**config.mk**
```make
export PLATFORM = sky130hd
export DESIGN_NAME = alveo_cmac_port
export DESIGN_NICKNAME = d
export VERILOG_FILES = /design/src/source/port_regs_pkg.sv /design/src/source/cmac_pkg.sv /design/src/source/stats_if.sv /design/src/source/alveo_cmac_port.sv /design/src/source/port_regs.sv /design/src/source/stream_stats.sv
export SDC_FILE = /design/constraint.sdc
export NUM_CORES = 1
export LEC_CHECK = 0
export ABC_AREA = 1
export BUFFER_PORTS_ARGS = -buffer_cell sky130_fd_sc_hd__buf_4
export CAP_MARGIN = 10
export CORE_MARGIN = 3
export CORE_UTILIZATION = 48
export CTS_CLUSTER_DIAMETER = 100
export DETAILED_ROUTE_END_ITERATION = 12
export PLACE_DENSITY = 0.82
export SKIP_LAST_GASP = 1
export SLEW_MARGIN = 20
export SYNTH_ARGS = -nofsm -noshare
export SYNTH_HDL_FRONTEND = slang
export SYNTH_SLANG_ARGS = --single-unit
```
**constraint.sdc**
```tcl
create_clock -name clk -period 3.7 [get_ports clk]
set_input_delay 0 -clock clk [delete_from_list [all_inputs] [get_ports clk]]
set_output_delay 0 -clock clk [all_outputs]
set_load 0.03 [all_outputs]
```
**src/source/port_regs_pkg.sv**
```systemverilog
package port_regs_pkg;

    // ======================================================================
    // AXI4-Lite geometry
    // ======================================================================

    // Byte address into the port register space
    localparam int AXIL_ADDR_WID = 8;
    localparam int AXIL_DATA_WID = 32;

    typedef logic [AXIL_DATA_WID-1:0] axil_data_t;

    // ======================================================================
    // Register map
    // ======================================================================

    // Byte offsets, one 32-bit word each
    typedef enum logic [AXIL_ADDR_WID-1:0] {
        REG_PORT_ID   = 8'h00,
        // Bit 0 written as 1 clears every counter, reads back 0
        REG_CONTROL   = 8'h04,
        REG_TX_FRAMES = 8'h08,
        REG_TX_BYTES  = 8'h0C,
        REG_TX_BAD    = 8'h10,
        REG_RX_FRAMES = 8'h14,
        REG_RX_BYTES  = 8'h18,
        REG_RX_BAD    = 8'h1C
    } reg_addr_e;

    // Response codes as on the AXI bus
    // Unmapped offsets answer SLVERR
    typedef enum logic [1:0] {
        RESP_OKAY   = 2'b00,
        RESP_SLVERR = 2'b10
    } axil_resp_e;

endpackage : port_regs_pkg

```
**src/source/cmac_pkg.sv**
```systemverilog
package cmac_pkg;

    // ======================================================================
    // Stream geometry
    // ======================================================================

    // Bytes per beat on both the transmit and the receive path
    // Top level default, passed down as a module parameter
    localparam int AXIS_DATA_BYTE_WID = 8;

    // ======================================================================
    // Stream sideband
    // ======================================================================

    // Single error flag
    // Only looked at on the last beat of a frame
    // Receive side means FCS error from the MAC
    // Transmit side means underrun or abort from the host
    typedef logic axis_tuser_t;

    // ======================================================================
    // Statistics
    // ======================================================================

    // Counter width
    localparam int STAT_CNT_WID = 32;

    // Frame, byte and error counters
    // Unsigned, free running, wraps at 2^32
    typedef logic [STAT_CNT_WID-1:0] stat_cnt_t;

endpackage : cmac_pkg
```
**src/source/stats_if.sv**
```systemverilog
interface stats_if
    import cmac_pkg::*;
();

    // Counts for one stream path
    stat_cnt_t frames;
    stat_cnt_t bytes;
    stat_cnt_t bad_frames;

    // One-cycle clear request from the register block
    logic      clear;

    // Statistics block side
    modport counter (
        output frames,
        output bytes,
        output bad_frames,
        input  clear
    );

    // Register block side
    modport regs (
        input  frames,
        input  bytes,
        input  bad_frames,
        output clear
    );

endinterface : stats_if

```
**src/source/alveo_cmac_port.sv**
```systemverilog
module alveo_cmac_port
    import cmac_pkg::*;
    import port_regs_pkg::*;
#(
    parameter int PORT_ID            = 0,
    parameter int AXIS_DATA_BYTE_WID = cmac_pkg::AXIS_DATA_BYTE_WID
) (
    input  logic                            clk,
    input  logic                            rst_n,

    // Host transmit stream in
    input  logic                            tx_tvalid,
    output logic                            tx_tready,
    input  logic [AXIS_DATA_BYTE_WID*8-1:0] tx_tdata,
    input  logic [AXIS_DATA_BYTE_WID-1:0]   tx_tkeep,
    input  logic                            tx_tlast,
    input  axis_tuser_t                     tx_tuser,
    // Toward the MAC
    output logic                            mac_tx_tvalid,
    input  logic                            mac_tx_tready,
    output logic [AXIS_DATA_BYTE_WID*8-1:0] mac_tx_tdata,
    output logic [AXIS_DATA_BYTE_WID-1:0]   mac_tx_tkeep,
    output logic                            mac_tx_tlast,
    output axis_tuser_t                     mac_tx_tuser,

    // Receive stream from the MAC
    input  logic                            mac_rx_tvalid,
    output logic                            mac_rx_tready,
    input  logic [AXIS_DATA_BYTE_WID*8-1:0] mac_rx_tdata,
    input  logic [AXIS_DATA_BYTE_WID-1:0]   mac_rx_tkeep,
    input  logic                            mac_rx_tlast,
    input  axis_tuser_t                     mac_rx_tuser,
    // Out to the host
    output logic                            rx_tvalid,
    input  logic                            rx_tready,
    output logic [AXIS_DATA_BYTE_WID*8-1:0] rx_tdata,
    output logic [AXIS_DATA_BYTE_WID-1:0]   rx_tkeep,
    output logic                            rx_tlast,
    output axis_tuser_t                     rx_tuser,

    // AXI4-Lite register access
    input  logic                            awvalid,
    output logic                            awready,
    input  logic [AXIL_ADDR_WID-1:0]        awaddr,
    input  logic                            wvalid,
    output logic                            wready,
    input  axil_data_t                      wdata,
    output logic                            bvalid,
    input  logic                            bready,
    output axil_resp_e                      bresp,
    input  logic                            arvalid,
    output logic                            arready,
    input  logic [AXIL_ADDR_WID-1:0]        araddr,
    output logic                            rvalid,
    input  logic                            rready,
    output axil_data_t                      rdata,
    output axil_resp_e                      rresp
);

    // ======================================================================
    // Counter links
    // ======================================================================
    stats_if tx_stats ();
    stats_if rx_stats ();

    // ======================================================================
    // Transmit path, host to MAC
    // ======================================================================
    stream_stats #(
        .AXIS_DATA_BYTE_WID ( AXIS_DATA_BYTE_WID )
    ) u_tx_stats (
        .clk,
        .rst_n,
        .s_tvalid ( tx_tvalid ),
        .s_tready ( tx_tready ),
        .s_tdata  ( tx_tdata ),
        .s_tkeep  ( tx_tkeep ),
        .s_tlast  ( tx_tlast ),
        .s_tuser  ( tx_tuser ),
        .m_tvalid ( mac_tx_tvalid ),
        .m_tready ( mac_tx_tready ),
        .m_tdata  ( mac_tx_tdata ),
        .m_tkeep  ( mac_tx_tkeep ),
        .m_tlast  ( mac_tx_tlast ),
        .m_tuser  ( mac_tx_tuser ),
        .stats    ( tx_stats )
    );

    // ======================================================================
    // Receive path, MAC to host
    // ======================================================================
    stream_stats #(
        .AXIS_DATA_BYTE_WID ( AXIS_DATA_BYTE_WID )
    ) u_rx_stats (
        .clk,
        .rst_n,
        .s_tvalid ( mac_rx_tvalid ),
        .s_tready ( mac_rx_tready ),
        .s_tdata  ( mac_rx_tdata ),
        .s_tkeep  ( mac_rx_tkeep ),
        .s_tlast  ( mac_rx_tlast ),
        .s_tuser  ( mac_rx_tuser ),
        .m_tvalid ( rx_tvalid ),
        .m_tready ( rx_tready ),
        .m_tdata  ( rx_tdata ),
        .m_tkeep  ( rx_tkeep ),
        .m_tlast  ( rx_tlast ),
        .m_tuser  ( rx_tuser ),
        .stats    ( rx_stats )
    );

    // ======================================================================
    // Registers
    // ======================================================================
    port_regs #(
        .PORT_ID ( PORT_ID )
    ) u_port_regs (
        .clk,
        .rst_n,
        .awvalid,
        .awready,
        .awaddr,
        .wvalid,
        .wready,
        .wdata,
        .bvalid,
        .bready,
        .bresp,
        .arvalid,
        .arready,
        .araddr,
        .rvalid,
        .rready,
        .rdata,
        .rresp,
        .tx_stats ( tx_stats ),
        .rx_stats ( rx_stats )
    );

endmodule : alveo_cmac_port

```
**src/source/port_regs.sv**
```systemverilog
module port_regs
    import port_regs_pkg::*;
#(
    parameter int PORT_ID = 0
) (
    input  logic                     clk,
    input  logic                     rst_n,

    // Write address channel
    input  logic                     awvalid,
    output logic                     awready,
    input  logic [AXIL_ADDR_WID-1:0] awaddr,
    // Write data channel
    input  logic                     wvalid,
    output logic                     wready,
    input  axil_data_t               wdata,
    // Write response channel
    output logic                     bvalid,
    input  logic                     bready,
    output axil_resp_e               bresp,
    // Read address channel
    input  logic                     arvalid,
    output logic                     arready,
    input  logic [AXIL_ADDR_WID-1:0] araddr,
    // Read data channel
    output logic                     rvalid,
    input  logic                     rready,
    output axil_data_t               rdata,
    output axil_resp_e               rresp,

    // Counter sets from both paths
    stats_if.regs                    tx_stats,
    stats_if.regs                    rx_stats
);

    // Same two-state shape for both channels
    typedef enum logic {
        ST_IDLE,
        ST_RESP
    } chan_state_e;

    chan_state_e wr_state;
    chan_state_e rd_state;
    logic        wr_fire;
    logic        rd_fire;
    logic        clear_q;
    axil_data_t  rd_value;

    // Offset is one of the eight registers
    function automatic logic addr_mapped(input logic [AXIL_ADDR_WID-1:0] addr);
        case (addr)
            REG_PORT_ID, REG_CONTROL,
            REG_TX_FRAMES, REG_TX_BYTES, REG_TX_BAD,
            REG_RX_FRAMES, REG_RX_BYTES, REG_RX_BAD: addr_mapped = 1'b1;
            default:                                 addr_mapped = 1'b0;
        endcase
    endfunction

    // ======================================================================
    // Write path
    // ======================================================================
    // Address and data taken together, only with no response outstanding
    assign wr_fire = awvalid && wvalid && (wr_state == ST_IDLE);
    assign awready = wr_fire;
    assign wready  = wr_fire;
    assign bvalid  = (wr_state == ST_RESP);

    always_ff @(posedge clk) begin
        if (!rst_n) begin
            wr_state <= ST_IDLE;
            clear_q  <= 1'b0;
        end else begin
            // Single pulse the cycle after acceptance
            clear_q <= wr_fire && (awaddr == REG_CONTROL) && wdata[0];
            case (wr_state)
                ST_IDLE: if (wr_fire) wr_state <= ST_RESP;
                ST_RESP: if (bready)  wr_state <= ST_IDLE;
                default:              wr_state <= ST_IDLE;
            endcase
        end
    end

    // Response code latched with the accepted address
    always_ff @(posedge clk) begin
        if (wr_fire) begin
            bresp <= addr_mapped(awaddr) ? RESP_OKAY : RESP_SLVERR;
        end
    end

    // Both paths cleared together
    assign tx_stats.clear = clear_q;
    assign rx_stats.clear = clear_q;

    // ======================================================================
    // Read path
    // ======================================================================
    assign arready = (rd_state == ST_IDLE);
    assign rd_fire = arvalid && arready;
    assign rvalid  = (rd_state == ST_RESP);

    // Register select, control and unmapped read as zero
    always_comb begin
        case (araddr)
            REG_PORT_ID:   rd_value = axil_data_t'(PORT_ID);
            REG_TX_FRAMES: rd_value = tx_stats.frames;
            REG_TX_BYTES:  rd_value = tx_stats.bytes;
            REG_TX_BAD:    rd_value = tx_stats.bad_frames;
            REG_RX_FRAMES: rd_value = rx_stats.frames;
            REG_RX_BYTES:  rd_value = rx_stats.bytes;
            REG_RX_BAD:    rd_value = rx_stats.bad_frames;
            default:       rd_value = '0;
        endcase
    end

    always_ff @(posedge clk) begin
        if (!rst_n) begin
            rd_state <= ST_IDLE;
        end else begin
            case (rd_state)
                ST_IDLE: if (rd_fire) rd_state <= ST_RESP;
                ST_RESP: if (rready)  rd_state <= ST_IDLE;
                default:              rd_state <= ST_IDLE;
            endcase
        end
    end

    // Counter snapshot at acceptance, held until rready
    always_ff @(posedge clk) begin
        if (rd_fire) begin
            rdata <= rd_value;
            rresp <= addr_mapped(araddr) ? RESP_OKAY : RESP_SLVERR;
        end
    end

endmodule : port_regs

```
**src/source/stream_stats.sv**
```systemverilog
module stream_stats
    import cmac_pkg::*;
#(
    parameter int AXIS_DATA_BYTE_WID = cmac_pkg::AXIS_DATA_BYTE_WID
) (
    input  logic                            clk,
    input  logic                            rst_n,

    // Upstream stream
    input  logic                            s_tvalid,
    output logic                            s_tready,
    input  logic [AXIS_DATA_BYTE_WID*8-1:0] s_tdata,
    input  logic [AXIS_DATA_BYTE_WID-1:0]   s_tkeep,
    input  logic                            s_tlast,
    input  axis_tuser_t                     s_tuser,

    // Downstream stream
    output logic                            m_tvalid,
    input  logic                            m_tready,
    output logic [AXIS_DATA_BYTE_WID*8-1:0] m_tdata,
    output logic [AXIS_DATA_BYTE_WID-1:0]   m_tkeep,
    output logic                            m_tlast,
    output axis_tuser_t                     m_tuser,

    // Counters out, clear in
    stats_if.counter                        stats
);

    // Wide enough to hold a full keep count
    localparam int KEEP_CNT_WID = $clog2(AXIS_DATA_BYTE_WID + 1);

    logic                    xfer;
    logic [KEEP_CNT_WID-1:0] keep_cnt;

    // ======================================================================
    // Pass-through
    // ======================================================================
    // Zero latency, sink back-pressure goes straight to the source
    assign m_tvalid = s_tvalid;
    assign m_tdata  = s_tdata;
    assign m_tkeep  = s_tkeep;
    assign m_tlast  = s_tlast;
    assign m_tuser  = s_tuser;
    assign s_tready = m_tready;

    // Beat moves this cycle
    assign xfer = s_tvalid && m_tready;

    // Valid bytes in the current beat
    always_comb begin
        keep_cnt = '0;
        for (int i = 0; i < AXIS_DATA_BYTE_WID; i++) begin
            keep_cnt = keep_cnt + KEEP_CNT_WID'(s_tkeep[i]);
        end
    end

    // ======================================================================
    // Counters
    // ======================================================================
    // Clear beats a transfer in the same cycle
    always_ff @(posedge clk) begin
        if (!rst_n || stats.clear) begin
            stats.frames     <= '0;
            stats.bytes      <= '0;
            stats.bad_frames <= '0;
        end else if (xfer) begin
            stats.bytes <= stats.bytes + stat_cnt_t'(keep_cnt);
            // Frame end, error flag only counts here
            if (s_tlast) begin
                stats.frames <= stats.frames + stat_cnt_t'(1);
                if (s_tuser) begin
                    stats.bad_frames <= stats.bad_frames + stat_cnt_t'(1);
                end
            end
        end
    end

endmodule : stream_stats

```
; ---- Yosys cells after proc, flatten, opt, wreduce, memory -nomap -nowiden
; Memories as Yosys holds them, arrays and structs flattened.
; Cells that the tools add are included.
[word_totals]
register_bits = 231
rom_bits = 64
inputBits = 207
output_inout_bits = 193
elab_cells = 71
mem_count = 2
[op_classes]
add_sub_neg = 20
eq_ne = 7
muxes = 13
bitwise_logic = 2
reduce_logical = 15
[mem_list]
columns = name, depth, word_bits, rd, rd_ports_with_merged_regs, wr, line
row1 = (no name shown), 32, 1, 1, 0, 0, port_regs.sv:51  ; case (addr)
row2 = (no name shown), 32, 1, 1, 0, 0, port_regs.sv:51
[ops]
columns = operator, n
row1 = $pmux 32 s6, 1
row2 = $add 32x1->32 const B, 4
row3 = $add 32x4->32, 2
row4 = $add 4x1->4, 12
row5 = $eq 8x5->1 const B, 4
row6 = $eq 8x4->1 const B, 2
row7 = $eq 8x3->1 const B, 1
row8 = $mux 1, 8
row9 = $logic_and 1x1->1, 7
row10 = $logic_not 3->1, 2
row11 = $reduce_and 3->1, 2
row12 = $add 1x1->2, 2
row13 = $mux 2, 2
row14 = $pmux 1 s2, 2
row15 = $reduce_and 2->1, 2
row16 = $not 1->1, 2
row17 = $logic_not 1->1, 1
row18 = $logic_or 1x1->1, 1

; ---- Logic depth before layout (Yosys ltp)
; Gate-level depths: netlist (run 1).
[depth]
ltp_word = 8
depth_mapped = 19
ltp_nobuf = 19

; ---- Modules after synthesis
; Synthesis (run 1) repeated with hierarchy kept, for this count alone.
[hier_totals]
cells_unflattened = 2314
area_unflattened_um2 = 15399.8
[modules_own_cells]
columns = module, instances, cells_per_inst, area_each_um2, seq_area_each_um2
row1 = stream_stats (u_rx_stats), 1, 901, 5989.5, 1921.8
row2 = stream_stats (u_tx_stats), 1, 900, 5953.2, 1921.8
row3 = port_regs, 1, 513, 3457.1, 1081.0

; ---- Worst setup path before layout (run 1)
; Ideal clock, no wire load.
[synth_path]
path_type = input to register
from = in tx_tkeep[0]
to = reg u_tx_stats.stats.bytes[25]
setup_ns = 0.115
arrival_time_ns = 3.286
required_time_ns = 3.585
slack_ns = 0.299
cell_stages = 17
n_path_buf = 0
path_cell_list = ha_1 inv_1 fa_1 fa_1 fa_1 fa_1 xnor2_1 ha_1 nand2_1 nor2_1 nand2_1 nand3_1 nand3_1 nor2_1 nand3_1 nand2_1 nor2_1
[synth_between]
elab_chain_len = 8
[synth_lines]
columns = item, line
row1 = "start, declared", alveo_cmac_port.sv:15  ; input logic [AXIS_DATA_BYTE_WID-1:0] tx_tkeep,
row2 = $add 1x1->2, stream_stats.sv:53  ; keep_cnt = keep_cnt + KEEP_CNT_WID'(s_tkeep[i]);
row3 = $add 4x1->4 (6 in a row), stream_stats.sv:53
row4 = $add 32x4->32, stream_stats.sv:67  ; stats.bytes <= stats.bytes + stat_cnt_t'(keep_cnt);
row5 = "end signal, assigned", stream_stats.sv:67
row6 = "end, declared", stats_if.sv:16  ; output bytes,
; No other way between the ends.
; A chain may end at the register's enable or synchronous reset.

; ---- Worst setup path after layout (run 1)
[layout_path]
from = in mac_rx_tkeep[0]
to = reg u_rx_stats.stats.bytes[3]
[layout_between]
elab_chain_len = 8
[layout_lines]
columns = item, line
row1 = "start, declared", alveo_cmac_port.sv:30  ; input logic [AXIS_DATA_BYTE_WID-1:0] mac_rx_tkeep,
row2 = $add 1x1->2, stream_stats.sv:53
row3 = $add 4x1->4 (6 in a row), stream_stats.sv:53
row4 = $add 32x4->32, stream_stats.sv:67
row5 = "end signal, assigned", stream_stats.sv:67
row6 = "end, declared", stats_if.sv:16
; No other way between the ends.

==> results of run 1 <==
==> placed cells by master, fill, tap and decap left out, drive strengths merged, types with 3 or more instances in the layout <==
cell type,n
xnor2,7
inv,254
nor3b,10
a211oi,3
and3,4
nand3,136
a21oi,163
xor2,14
nor2,359
fa,10
nor3,63
clkinv,11
o22ai,36
ha,18
clkbuf,34
dfxtp,195
nand3b,12
bufinv,3
o21a,4
o21ai,96
nand4,26
nand2,523
a22oi,3
edfxtp,34
and2,3
dlygate4sd3,27
buf,130
nor4,7
==> cell usage after synthesis (11+ instances only) <==
cell type and n:
sky130_fd_sc_hd__nand2_1 516, sky130_fd_sc_hd__nor2_1 333, sky130_fd_sc_hd__inv_1 251, sky130_fd_sc_hd__dfxtp_1 195
sky130_fd_sc_hd__a21oi_1 163, sky130_fd_sc_hd__buf_4 158, sky130_fd_sc_hd__nand3_1 132, sky130_fd_sc_hd__o21ai_0 94
sky130_fd_sc_hd__nor3_1 60, sky130_fd_sc_hd__o22ai_1 36, sky130_fd_sc_hd__edfxtp_1 34, sky130_fd_sc_hd__nand4_1 24
sky130_fd_sc_hd__clkbuf_1 23, sky130_fd_sc_hd__ha_1 18, sky130_fd_sc_hd__buf_2 14, sky130_fd_sc_hd__xor2_1 14
sky130_fd_sc_hd__nor2_4 13, sky130_fd_sc_hd__nand3b_1 12, sky130_fd_sc_hd__nor2_2 11
==> power by group through the flow <==
stage          Sequential, mW  Clock (mW)  Combinational, mW
3_3_place_gp             2.63           0              0.498
3_5_place_dp             2.63           0              0.519
2_1_floorplan            2.67           0              0.585
4_1_cts                  2.58        2.66              0.543
5_1_grt                  2.58        2.76              0.599
6_report                 2.57        2.64              0.540
==> worst paths after layout <==
path / slack, ns / from / cells past startpoint / end
setup / recovery: 0.44 / mac_rx_tkeep[0] / 16 / u_rx_stats.stats.bytes[3]
hold / removal: 0.000008 / mac_rx_tdata[18] / 0 / rx_tdata[18]
setup reg to reg: 1.33 / u_port_regs.rx_stats.clear / 6 / u_rx_stats.stats.bytes[3]
hold reg to reg: 0.48 / u_tx_stats.stats.frames[31] / 2 / u_tx_stats.stats.frames[31]
==> cell type report <==
cell class,count,area (um2),area share
timing repair buffer,157,1250,0.0793
multi-input combinational,1504,7240,0.460
inverter,255,957,0.0609
clock buffer,34,711,0.0452
tap,384,480,0.0306
sequential,229,4920,0.313
clock inverter,14,165,0.0105
==> cell families after synthesis <==
family          Yosys count
compound gates          310
xor+xnor                 21
fa+ha+maj                28
buf+inv                 453
flops                   229
other cells               1
simple gates           1143
==> metal layers <==
| metal | GRT usage | vias up | wire [um] |
|---|---|---|---|
| met5 | 0 | - | 0 |
| met4 | 0.101 | 0 | 1830 |
| met3 | 0.0420 | 138 | 4080 |
| met2 | 0.405 | 764 | 18800 |
| met1 | 0.305 | 6482 | 16300 |
| li1 | - | 6851 | - |
==> sequential cells by signal (all words and copies together), names as in the netlist, 32 cells and up <==
register / cells
u_port_regs.rdata: 32
u_rx_stats.stats.bytes: 32
u_tx_stats.stats.bytes: 32
u_tx_stats.stats.frames: 32
u_tx_stats.stats.bad_frames: 32
u_rx_stats.stats.bad_frames: 32
u_rx_stats.stats.frames: 32
==> worst register-to-register path: stages (launching register included) <==
cell                            delay, ns
sky130_fd_sc_hd__dfxtp_1             0.32
sky130_fd_sc_hd__nor2_4              0.64
sky130_fd_sc_hd__inv_2               0.44
sky130_fd_sc_hd__a21oi_1             0.21
sky130_fd_sc_hd__o21ai_0             0.09
sky130_fd_sc_hd__dlygate4sd3_1       0.56
sky130_fd_sc_hd__inv_1               0.05
==> metrics by stage <==
step | TNS, ns | power, mW
finish | 0 | 5.76
global route | 0 | 5.94
CTS | 0 | 5.78
detailed placement | -0.364 | 3.15
global placement | 0 | 3.13
floorplan | 0 | 3.25
==> flow_summary.rst, run 1 <==
.. list-table::
   :header-rows: 1

   * - Metric
     - Value
   * - Clock buffers created by TritonCTS
     - 26
   * - Post-synth top area cell
     - sky130_fd_sc_hd__dfxtp_1
   * - Critical path type
     - primary input to flop
   * - Detail-routed net length per standard cell
     - 15.9 um
   * - Post-synthesis instance area
     - 14500 um2
   * - Die width
     - 180 um
   * - Final Cell Area
     - 15700 um2
   * - Count of instances resized after the clock tree is built
     - 0
   * - Mux cell area share after synthesis
     - 0
   * - Cell class contributing the biggest share of worst-path delay
     - adder cells
   * - Commonest register cell after synthesis
     - sky130_fd_sc_hd__dfxtp_1
   * - Cell area after placement
     - 14600 um2
   * - Number of buffers on the longest clock path
     - 3
   * - Worst setup slack after placement
     - -0.0794 ns
   * - Fraction of power consumed by the clock network
     - 0.459
   * - Setup repair after global routing missed its margin
     - no
   * - Buffer count from post-CTS setup fixing
     - 0
   * - Main combinational cell family by area after synthesis
     - simple AND/OR/NAND/NOR gates
   * - Post-route clock skew
     - 0.0272 ns
   * - Drt first-iter violations
     - 1492
   * - Final setup fails
     - 0
   * - Length of the first detailed-routing pass in iterations
     - 6
   * - Transition time at the pin with the least slew margin
     - 0.913 ns
   * - Number of flops mapped to enable cells by yosys
     - 34
   * - Required time at the endpoint of the critical path
     - 4.13 ns
   * - Source-to-sink clock delay at the later pin of the worst-skew pair
     - 0.55 ns
   * - Number of register bits inferred by synthesis
     - 229
   * - Sequential fraction of design power
     - 0.447
   * - DR DRC count
     - 0
   * - Logic pwr share
     - 0.094
   * - Worst setup SP type
     - primary input
   * - Crit path capture type
     - flop
   * - Final routed wirelength across all metal layers
     - 41.0 mm
   * - Max Transition Viols Final
     - 0
   * - Ys async rst share
     - 0
   * - Count of mapped cells out of synthesis
     - 2185
   * - Area delta synth->final
     - 8.56%
   * - Count of inserted antenna diode cells
     - 0
   * - Post-layout worst setup margin
     - 0.440 ns
   * - Via density per instance
     - 5.52
   * - Cell Count, Final, Fillers Out
     - 2577
   * - PD cells
     - 366 nW/um2
   * - Last weighted congestion value of the routability-driven placer
     - 0.986
   * - Top-level I/O count
     - 400
   * - Share of the synthesized netlist area taken by xor and xnor gates
     - 0.0127
   * - Hold Worst Slack
     - 0.00000839 ns
   * - Number of warnings issued by yosys
     - 0
   * - Count of cell types in the netlist
     - 47
   * - Final ANT Viol Nets
     - 0
   * - HP Class
     - primary input to primary output
   * - Number of hold violations in the final report
     - 0
   * - Placeable core region
     - 29200 um2
   * - Share of post-route cells with drive strength above 1
     - 0.0994
   * - Fin crit period
     - 3.26 ns
   * - Relative slew slack
     - 0.390
   * - Proportion of total power due to net switching
     - 0.247
   * - Starting density of the core
     - 0.495
   * - Synthesized-area fraction occupied by ao, oa, aoi and oai cells
     - 0.113
   * - Average cell area after synthesis
     - 6.63 um2
   * - Final clock period utilization by the worst path
     - 0.881
   * - Number of port buffers
     - 110
   * - Max IR drop VDD
     - 0.000324 V
   * - Detailed placer's ending HPWL
     - 31.0 mm
   * - Buffering stage count on the worst path with inverters included
     - 5
   * - Total Routing Usage GR
     - 0.240
   * - Total gr overflow
     - 0
   * - Cells after DPL
     - 2502
   * - Psw
     - 1.42 mW
   * - Number of global-route vias before repair
     - 13200
   * - Clock edge transition at the registers on the reported setup and hold paths
     - 0.06 ns
   * - Die area
     - 32300 um2
   * - Reported max-cap violation count
     - 0
   * - Utilization after layout
     - 0.538
   * - Synth area leaders
     - sky130_fd_sc_hd__dfxtp_1 (27%), sky130_fd_sc_hd__nand2_1 (13%), sky130_fd_sc_hd__nor2_1 (8.6%)
   * - Synthesized-area fraction occupied by adder cells
     - 0.0294
   * - Leak
     - 5.94 nW
   * - Cell with the largest stage delay on the worst path
     - sky130_fd_sc_hd__dlygate4sd3_1
   * - Most Frequent Cell on Critical Path
     - sky130_fd_sc_hd__fa_1
   * - Max Fanout on Critical Path
     - 3
   * - Number of antenna violations at the first check in global routing
     - 0
   * - Sequential cell area fraction in the yosys report
     - 0.340
   * - Number of placement rows
     - 62
   * - # H-tree levels
     - 1
   * - Highest clock rate
     - 307 MHz
   * - Filler cell count
     - 2748
   * - Data arrival time of the worst path
     - 3.69 ns
   * - Area fraction in and, or, nand and nor cells after synthesis
     - 0.344
   * - Final layout net count
     - 2408
   * - Peak per-stage delay on the critical path
     - 0.57 ns
   * - Share of the synthesized area in the top cell type
     - 0.270
   * - Internal power contribution
     - 4.34 mW
   * - Clock net sink count
     - 229
   * - Number of vias after detailed routing
     - 14200
   * - Hold-fix buffer count after cts
     - 27
   * - Maximum number of pins on one net before global-route repair
     - 49
   * - Outcome
     - finished clean
   * - TritonCTS clock tree
     - done
   * - First-pass GRT wire length
     - 64.9 mm
   * - Critical path, cell by cell
     - buf_4 -> ha_1 -> inv_1 -> fa_1 -> fa_1 -> fa_1 -> fa_1 -> xnor2_1 -> ha_1 -> inv_1 -> nand2_1 -> nand2_1 -> xnor2_1 -> o21ai_0 -> dlygate4sd3_1 -> inv_1
   * - Die height
     - 180 um
   * - Clock Root Buffer
     - sky130_fd_sc_hd__clkbuf_16
(Power assumes the default switching activity.)
==> run 2, diff against run 1 <==
--- a/config.mk
+++ b/config.mk
@@ -12,6 +12,7 @@
 export CORE_UTILIZATION = 48
 export CTS_CLUSTER_DIAMETER = 100
 export DETAILED_ROUTE_END_ITERATION = 12
+export GPL_TIMING_DRIVEN = 0
 export PLACE_DENSITY = 0.82
 export SKIP_LAST_GASP = 1
 export SLEW_MARGIN = 20
==> run 2 against run 1 <==
Net effect:
- register-to-register slack better by 0.26 ns
- maximum frequency down 5.5%
- worst hold slack better by 0.033 ns
- die area unchanged
- setup slack worse by 0.19 ns
- flip-flop and latch count unchanged
- sequential power about the same
- power up 7.3%
- critical path depth up 2
- clock power about the same
- core utilization up 7.2 points
- routed wire length up 21%
- highest routed layer unchanged
==> flow_summary.rst, run 2 (synthesized netlist as in run 1, its figures left out) <==
.. list-table::
   :header-rows: 1

   * - Metric
     - Value
   * - Max Fanout on Critical Path
     - 6
   * - Number of port buffers
     - 238
   * - Maximum number of pins on one net before global-route repair
     - 35
   * - Clock Root Buffer
     - sky130_fd_sc_hd__clkbuf_16
   * - Clock buffers created by TritonCTS
     - 26
   * - Last weighted congestion value of the routability-driven placer
     - 0.984
   * - Number of cells on the worst hold path
     - 5
   * - Capture endpoint of the worst hold path
     - u_tx_stats.stats.bad_frames[0]
   * - Cell Count, Final, Fillers Out
     - 2877
   * - Total gr overflow
     - 0
   * - Reported max-cap violation count
     - 0
   * - Reg-to-reg startpoint
     - u_rx_stats.stats.bytes[0]
   * - Outcome
     - finished clean
   * - Max IR drop VDD
     - 0.000338 V
   * - Placeable core region
     - 29200 um2
   * - Transition time at the pin with the least slew margin
     - 1.07 ns
   * - Share of post-route cells with drive strength above 1
     - 0.200
   * - Peak per-stage delay on the critical path
     - 0.49 ns
   * - Hold Worst Slack
     - 0.0330 ns
   * - TritonCTS clock tree
     - done
   * - Die width
     - 180 um
   * - Clock net sink count
     - 229
   * - Highest clock rate
     - 290 MHz
   * - Most frequent cells in the layout
     - sky130_fd_sc_hd__nand2_1 (516), sky130_fd_sc_hd__buf_4 (396), sky130_fd_sc_hd__nor2_1 (333)
   * - Number of global-route vias before repair
     - 14700
   * - # H-tree levels
     - 1
   * - Final layout net count
     - 2708
   * - DR DRC count
     - 0
   * - Number of hold violations in the final report
     - 0
   * - Drt first-iter violations
     - 1926
   * - Final clock period utilization by the worst path
     - 0.932
   * - PD cells
     - 346 nW/um2
   * - FF-to-FF End
     - u_rx_stats.stats.bytes[20]
   * - Reg-to-reg slack, setup
     - 1.59 ns
   * - Area delta synth->final
     - 23.1%
   * - Cells after DPL
     - 2808
   * - Relative slew slack
     - 0.288
   * - HP Start
     - tx_tuser
   * - Number of placement rows
     - 62
   * - Clock edge transition at the registers on the reported setup and hold paths
     - 0.06 ns
   * - Logic depth of the worst register-to-register path
     - 9
   * - Total Routing Usage GR
     - 0.294
   * - Length of the first detailed-routing pass in iterations
     - 6
   * - Die area
     - 32300 um2
   * - Post-route clock skew
     - 0.0224 ns
   * - Launching element of the worst setup path
     - tx_tkeep[0]
   * - Source-to-sink clock delay at the later pin of the worst-skew pair
     - 0.55 ns
   * - Number of buffers on the longest clock path
     - 3
   * - Count of instances resized after the clock tree is built
     - 0
   * - Leak
     - 7.29 nW
   * - Critical path type
     - primary input to flop
   * - Required time at the endpoint of the critical path
     - 4.14 ns
   * - Number of vias after detailed routing
     - 15500
   * - Critical path, cell by cell
     - buf_4 -> ha_1 -> inv_1 -> fa_1 -> fa_1 -> fa_1 -> fa_1 -> xnor2_1 -> ha_1 -> nand2_1 -> nor2_1 -> nand2_1 -> nand3_1 -> nand3_1 -> nor2_1 -> nand2_1 -> nand2_1 -> nor2_1
   * - Max Transition Viols Final
     - 0
   * - Most common library cell in the layout ignoring fill and taps
     - sky130_fd_sc_hd__nand2_1
   * - Worst setup SP type
     - primary input
   * - Setup repair after global routing missed its margin
     - no
   * - Final routed wirelength across all metal layers
     - 49.4 mm
   * - Die height
     - 180 um
   * - Final setup fails
     - 0
   * - Number of antenna violations at the first check in global routing
     - 0
   * - HP Class
     - primary input to flop
   * - Via density per instance
     - 5.40
   * - First-pass GRT wire length
     - 78.0 mm
   * - Crit path capture type
     - flop
   * - Data arrival time of the worst path
     - 3.89 ns
   * - Final ANT Viol Nets
     - 0
   * - Top-level I/O count
     - 400
   * - Detail-routed net length per standard cell
     - 17.2 um
   * - Starting density of the core
     - 0.495
   * - Cell with the largest stage delay on the worst path
     - sky130_fd_sc_hd__fa_1
   * - Detailed placer's ending HPWL
     - 39.1 mm
   * - Fin crit period
     - 3.45 ns
## run 2: cell types whose count changed in the layout (fill, tap and decap cells not counted), moves of 2 or more
| cell | delta |
|---|---|
| sky130_fd_sc_hd__clkbuf_8 | +3 |
| sky130_fd_sc_hd__dlygate4sd3_1 | -6 |
| sky130_fd_sc_hd__buf_4 | +266 |
| sky130_fd_sc_hd__buf_2 | +14 |
| sky130_fd_sc_hd__clkinv_4 | -2 |
| sky130_fd_sc_hd__clkbuf_1 | +25 |
| sky130_fd_sc_hd__clkinv_2 | -2 |
## run 2: layout make-up
type,instances,area [um2]
Clock inverter,9,110
Fill cell,2688,11400
Tap cell,384,480
Timing Repair Buffer,259,2000
Buffer,198,1370
Clock buffer,38,757
Inverter,255,957
Sequential cell,229,4920
Multi-Input combinational cell,1504,7230
Antenna cell,1,2.50
## run 2: per-layer routing
layer / GRT usage / wire, um / vias up
li1: - / - / 7476
met1: 0.382 / 19400 / 7020
met2: 0.488 / 22600 / 873
met3: 0.0527 / 4980 / 158
met4: 0.115 / 2390 / 0
met5: 0 / 0 / -
## run 2: what timing repair did
item	4_1_cts	5_1_grt
hold endpoints to repair	20	0
hold buffers	21	0
buffers inserted	0	0
## run 2: stage by stage
stage	setup slack, ns	cell area (um2)	utilization	power, mW	setup TNS (ns)
6_report	0.250	17800	0.610	6.18	0
5_1_grt	0.00156	17800	0.610	6.37	0
4_1_cts	0.248	17800	0.610	6.19	0
3_5_place_dp	-0.308	16800	0.573	3.57	-3.56
3_3_place_gp	-0.182	16800	0.573	3.54	-1.43
2_1_floorplan	0.299	14500	-	3.25	0
## run 2: where the power goes
group / internal [mW] / total, mW / switching [mW]
Sequential: 2.56 / 2.58 / 0.0216
Combinational: 0.397 / 0.950 / 0.553
Clock: 1.56 / 2.65 / 1.09
## run 2: how the worst max path moves through the flow
stage          cells after the start                         end
2_1_floorplan                     17  u_tx_stats.stats.bytes[25]
3_3_place_gp                      18  u_tx_stats.stats.bytes[31]
3_5_place_dp                      16  u_rx_stats.stats.bytes[20]
4_1_cts                           16  u_rx_stats.stats.bytes[20]
5_1_grt                           18  u_tx_stats.stats.bytes[31]
6_report                          18  u_tx_stats.stats.bytes[31]
## run 2: critical path: cells and delay by family
| family | cells | cell delay [ns] |
|---|---|---|
| adder cells (fa/ha/maj) | 6 | 2.35 |
| AND/OR/NAND/NOR | 9 | 1.24 |
| buffers and inverters | 2 | 0.16 |
| XOR/XNOR | 1 | 0.14 |
==> run 3, diff against run 2 <==
--- a/config.mk
+++ b/config.mk
@@ -5,15 +5,15 @@
 export SDC_FILE = /design/constraint.sdc
 export NUM_CORES = 1
 export LEC_CHECK = 0
-export ABC_AREA = 1
+export ABC_AREA = 0
 export BUFFER_PORTS_ARGS = -buffer_cell sky130_fd_sc_hd__buf_4
 export CAP_MARGIN = 10
-export CORE_MARGIN = 3
+export CORE_MARGIN = 5
 export CORE_UTILIZATION = 48
 export CTS_CLUSTER_DIAMETER = 100
 export DETAILED_ROUTE_END_ITERATION = 12
 export GPL_TIMING_DRIVEN = 0
-export PLACE_DENSITY = 0.82
+export PLACE_DENSITY = 0.83
 export SKIP_LAST_GASP = 1
 export SLEW_MARGIN = 20
 export SYNTH_ARGS = -nofsm -noshare
==> run 3 against run 2 <==
Net effect:
- worst hold slack improved by 0.030 ns
- global-route usage fell by 5.1 points
- routed wire length fell by 17%
- sequential share of layout area rose by 1.3 points
- synthesized cell count fell by 30%
- die area fell by 1.3%
- register-to-register slack got worse by 0.40 ns
- maximum frequency fell by 3.3%
- clock-buffer cell count rose by 2
- flip-flop and latch count did not move
- cell count fell by 23%
- sequential power barely moved
==> flow_summary.rst, run 3 <==
.. list-table::
   :header-rows: 1

   * - Metric
     - Value
   * - # H-tree levels
     - 1
   * - PD cells
     - 365 nW/um2
   * - First-pass GRT wire length
     - 63.3 mm
   * - Number of vias after detailed routing
     - 13100
   * - Final layout net count
     - 2056
   * - Last weighted congestion value of the routability-driven placer
     - 0.959
   * - Number of warnings issued by yosys
     - 0
   * - Number of buffers on the longest clock path
     - 3
   * - Worst setup slack after placement
     - -0.751 ns
   * - Met1 Wirelength
     - 15.3 mm
   * - Sequential cell area fraction in the yosys report
     - 0.361
   * - Critical path type
     - primary input to flop
   * - Share of post-route cells with drive strength above 1
     - 0.276
   * - Clock edge transition at the registers on the reported setup and hold paths
     - 0.06 ns
   * - Setup repair after global routing missed its margin
     - yes
   * - Transition time at the pin with the least slew margin
     - 1.01 ns
   * - Highest clock rate
     - 280 MHz
   * - Final ANT Viol Nets
     - 0
   * - Buffer count from post-CTS setup fixing
     - 0
   * - Post-layout worst setup margin
     - 0.131 ns
   * - Count of mapped cells out of synthesis
     - 1537
   * - Post-synthesis instance area
     - 13600 um2
   * - Source-to-sink clock delay at the later pin of the worst-skew pair
     - 0.54 ns
   * - DR DRC count
     - 0
   * - HP Start
     - tx_tuser
   * - Share of the synthesized area in the top cell type
     - 0.286
   * - Count of cell types in the netlist
     - 59
   * - Length of the first detailed-routing pass in iterations
     - 7
   * - Synth area leaders
     - sky130_fd_sc_hd__dfxtp_1 (29%), sky130_fd_sc_hd__buf_4 (8.6%), sky130_fd_sc_hd__edfxtp_1 (7.5%)
   * - Reported max-cap violation count
     - 0
   * - Clock Root Buffer
     - sky130_fd_sc_hd__clkbuf_16
   * - Die height
     - 179 um
   * - Most common library cell in the layout ignoring fill and taps
     - sky130_fd_sc_hd__buf_4
   * - Reg-to-reg startpoint
     - u_port_regs.rx_stats.clear
   * - Placeable core region
     - 27900 um2
   * - Max Transition Viols Final
     - 0
   * - Area delta synth->final
     - 25.0%
   * - Relative slew slack
     - 0.324
   * - TritonCTS clock tree
     - done
   * - Ys async rst share
     - 0
   * - Maximum number of pins on one net before global-route repair
     - 31
   * - Utilization after layout
     - 0.610
   * - Clock net sink count
     - 229
   * - Fin crit period
     - 3.57 ns
   * - Total met3 wirelength after detailed routing
     - 3.87 mm
   * - Post-synth top area cell
     - sky130_fd_sc_hd__dfxtp_1
   * - Final clock period utilization by the worst path
     - 0.965
   * - Most common library cells after synthesis
     - sky130_fd_sc_hd__dfxtp_1 (195), sky130_fd_sc_hd__buf_4 (157), sky130_fd_sc_hd__nand2_1 (142), sky130_fd_sc_hd__a21oi_1 (122), sky130_fd_sc_hd__or4_1 (88)
   * - Commonest register cell after synthesis
     - sky130_fd_sc_hd__dfxtp_1
   * - Total gr overflow
     - 0
   * - Required time at the endpoint of the critical path
     - 4.15 ns
   * - Met2 layer wire length in the routed design
     - 20.7 mm
   * - Data arrival time of the worst path
     - 4.02 ns
   * - Detail-routed net length per standard cell
     - 18.6 um
   * - Leak
     - 6.39 nW
   * - Count leader, synth
     - sky130_fd_sc_hd__dfxtp_1
   * - Max Fanout on Critical Path
     - 10
   * - Worst setup SP type
     - primary input
   * - Count of inserted antenna diode cells
     - 0
   * - Most frequent cells in the layout
     - sky130_fd_sc_hd__buf_4 (392), sky130_fd_sc_hd__dfxtp_1 (195), sky130_fd_sc_hd__nand2_1 (142)
   * - Die width
     - 179 um
   * - Number of register bits inferred by synthesis
     - 229
   * - Number of global-route vias before repair
     - 12600
   * - Detailed placer's ending HPWL
     - 31.5 mm
   * - Number of hold violations in the final report
     - 0
   * - Total Routing Usage GR
     - 0.243
   * - Crit path capture type
     - flop
   * - Final routed wirelength across all metal layers
     - 41.2 mm
   * - Number of placement rows
     - 61
   * - Starting density of the core
     - 0.488
   * - Via density per instance
     - 5.92
   * - Final setup fails
     - 0
   * - Post-route clock skew
     - 0.0200 ns
   * - Number of flops mapped to enable cells by yosys
     - 34
   * - Top metal layer carrying routed signals
     - met4
   * - HP Class
     - primary input to flop
   * - Launching element of the worst setup path
     - tx_tkeep[0]
   * - Top-level I/O count
     - 400
   * - Clock buffers created by TritonCTS
     - 26
   * - Number of antenna violations at the first check in global routing
     - 0
   * - Number of port buffers
     - 234
   * - Max IR drop VDD
     - 0.000319 V
   * - Drt first-iter violations
     - 1206
   * - Average cell area after synthesis
     - 8.87 um2
   * - Outcome
     - finished clean
   * - Die area
     - 31900 um2
[run 3: layout make-up]
type / count / area [um2]
repair buffers: 257 / 2000
fillers: 2367 / 10900
clock inverters: 8 / 104
plain buffers: 246 / 1560
clock buffers: 40 / 803
well taps: 378 / 473
inverters: 58 / 218
flip-flops and latches: 229 / 4920
multi-input cells: 1003 / 6960
[run 3: path summary, 6_finish.rpt]
| check | end | slack [ns] | cells past startpoint |
|---|---|---|---|
| min reg2reg | u_rx_stats.stats.bad_frames[31] | 0.48 | 2 |
| min | u_tx_stats.stats.bad_frames[1] | 0.06 | 4 |
| max | u_tx_stats.stats.bytes[26] | 0.13 | 15 |
| max reg2reg | u_rx_stats.stats.bytes[3] | 1.19 | 6 |
[run 3: repair_timing]
item | 4_1_cts | 5_1_grt
setup endpoints to repair | 18 | 36
endpoints found under the hold margin | 23 | 0
resized for setup | 3 | 7
hold buffers | 22 | 0
[run 3: metrics by stage]
step / area, um2 / TNS [ns] / total power, mW / cells / hold WS [ns]
2_1_floorplan: 13600 / 0 / 3.27 / 1538 / 0.0764
3_3_place_gp: 15900 / -21.39 / 3.55 / 2150 / 0.173
3_5_place_dp: 15900 / -24.26 / 3.59 / 2151 / 0.172
4_1_cts: 17000 / 0 / 6.25 / 2220 / 0.0461
5_1_grt: 17000 / -0.0792 / 6.44 / 2219 / 0.0683
6_report: 17000 / 0 / 6.23 / 2219 / 0.0633
[run 3: power breakdown]
part	leakage (nW)	switching, mW	total [mW]	internal, mW
combinational	4.03	0.547	0.971	0.424
clock	0.448	1.04	2.67	1.63
sequential	1.91	0.0252	2.58	2.56
total	6.39	1.61	6.23	4.61
[run 3: logic make-up after synthesis]
| kind of cell | after synthesis | synth area share |
|---|---|---|
| AO/OA/AOI/OAI | 304 | 0.143 |
| XOR/XNOR | 52 | 0.0334 |
| adder cells (fa/ha/maj) | 28 | 0.0312 |
| buffers and inverters | 306 | 0.130 |
| flip-flops | 229 | 0.361 |
| multiplexers | 45 | 0.0624 |
| other | 1 | 0.000275 |
| AND/OR/NAND/NOR | 572 | 0.239 |
[run 3: metal layers]
metal,track usage,up-vias
met5,0,-
met4,0.0854,0
met3,0.0530,118
met2,0.423,666
met1,0.298,6195
li1,-,6149
[run 3: worst max-delay path: stages]
cell and delay, ns:
sky130_fd_sc_hd__buf_4 0.11, sky130_fd_sc_hd__ha_1 0.27, sky130_fd_sc_hd__inv_1 0.07, sky130_fd_sc_hd__fa_1 0.42, sky130_fd_sc_hd__fa_1 0.48, sky130_fd_sc_hd__fa_1 0.44
sky130_fd_sc_hd__fa_1 0.50, sky130_fd_sc_hd__inv_1 0.06, sky130_fd_sc_hd__fa_1 0.44, sky130_fd_sc_hd__a211o_1 0.35, sky130_fd_sc_hd__nand3_2 0.14, sky130_fd_sc_hd__buf_4 0.19
sky130_fd_sc_hd__clkbuf_4 0.22, sky130_fd_sc_hd__o31ai_1 0.11, sky130_fd_sc_hd__a21oi_1 0.21
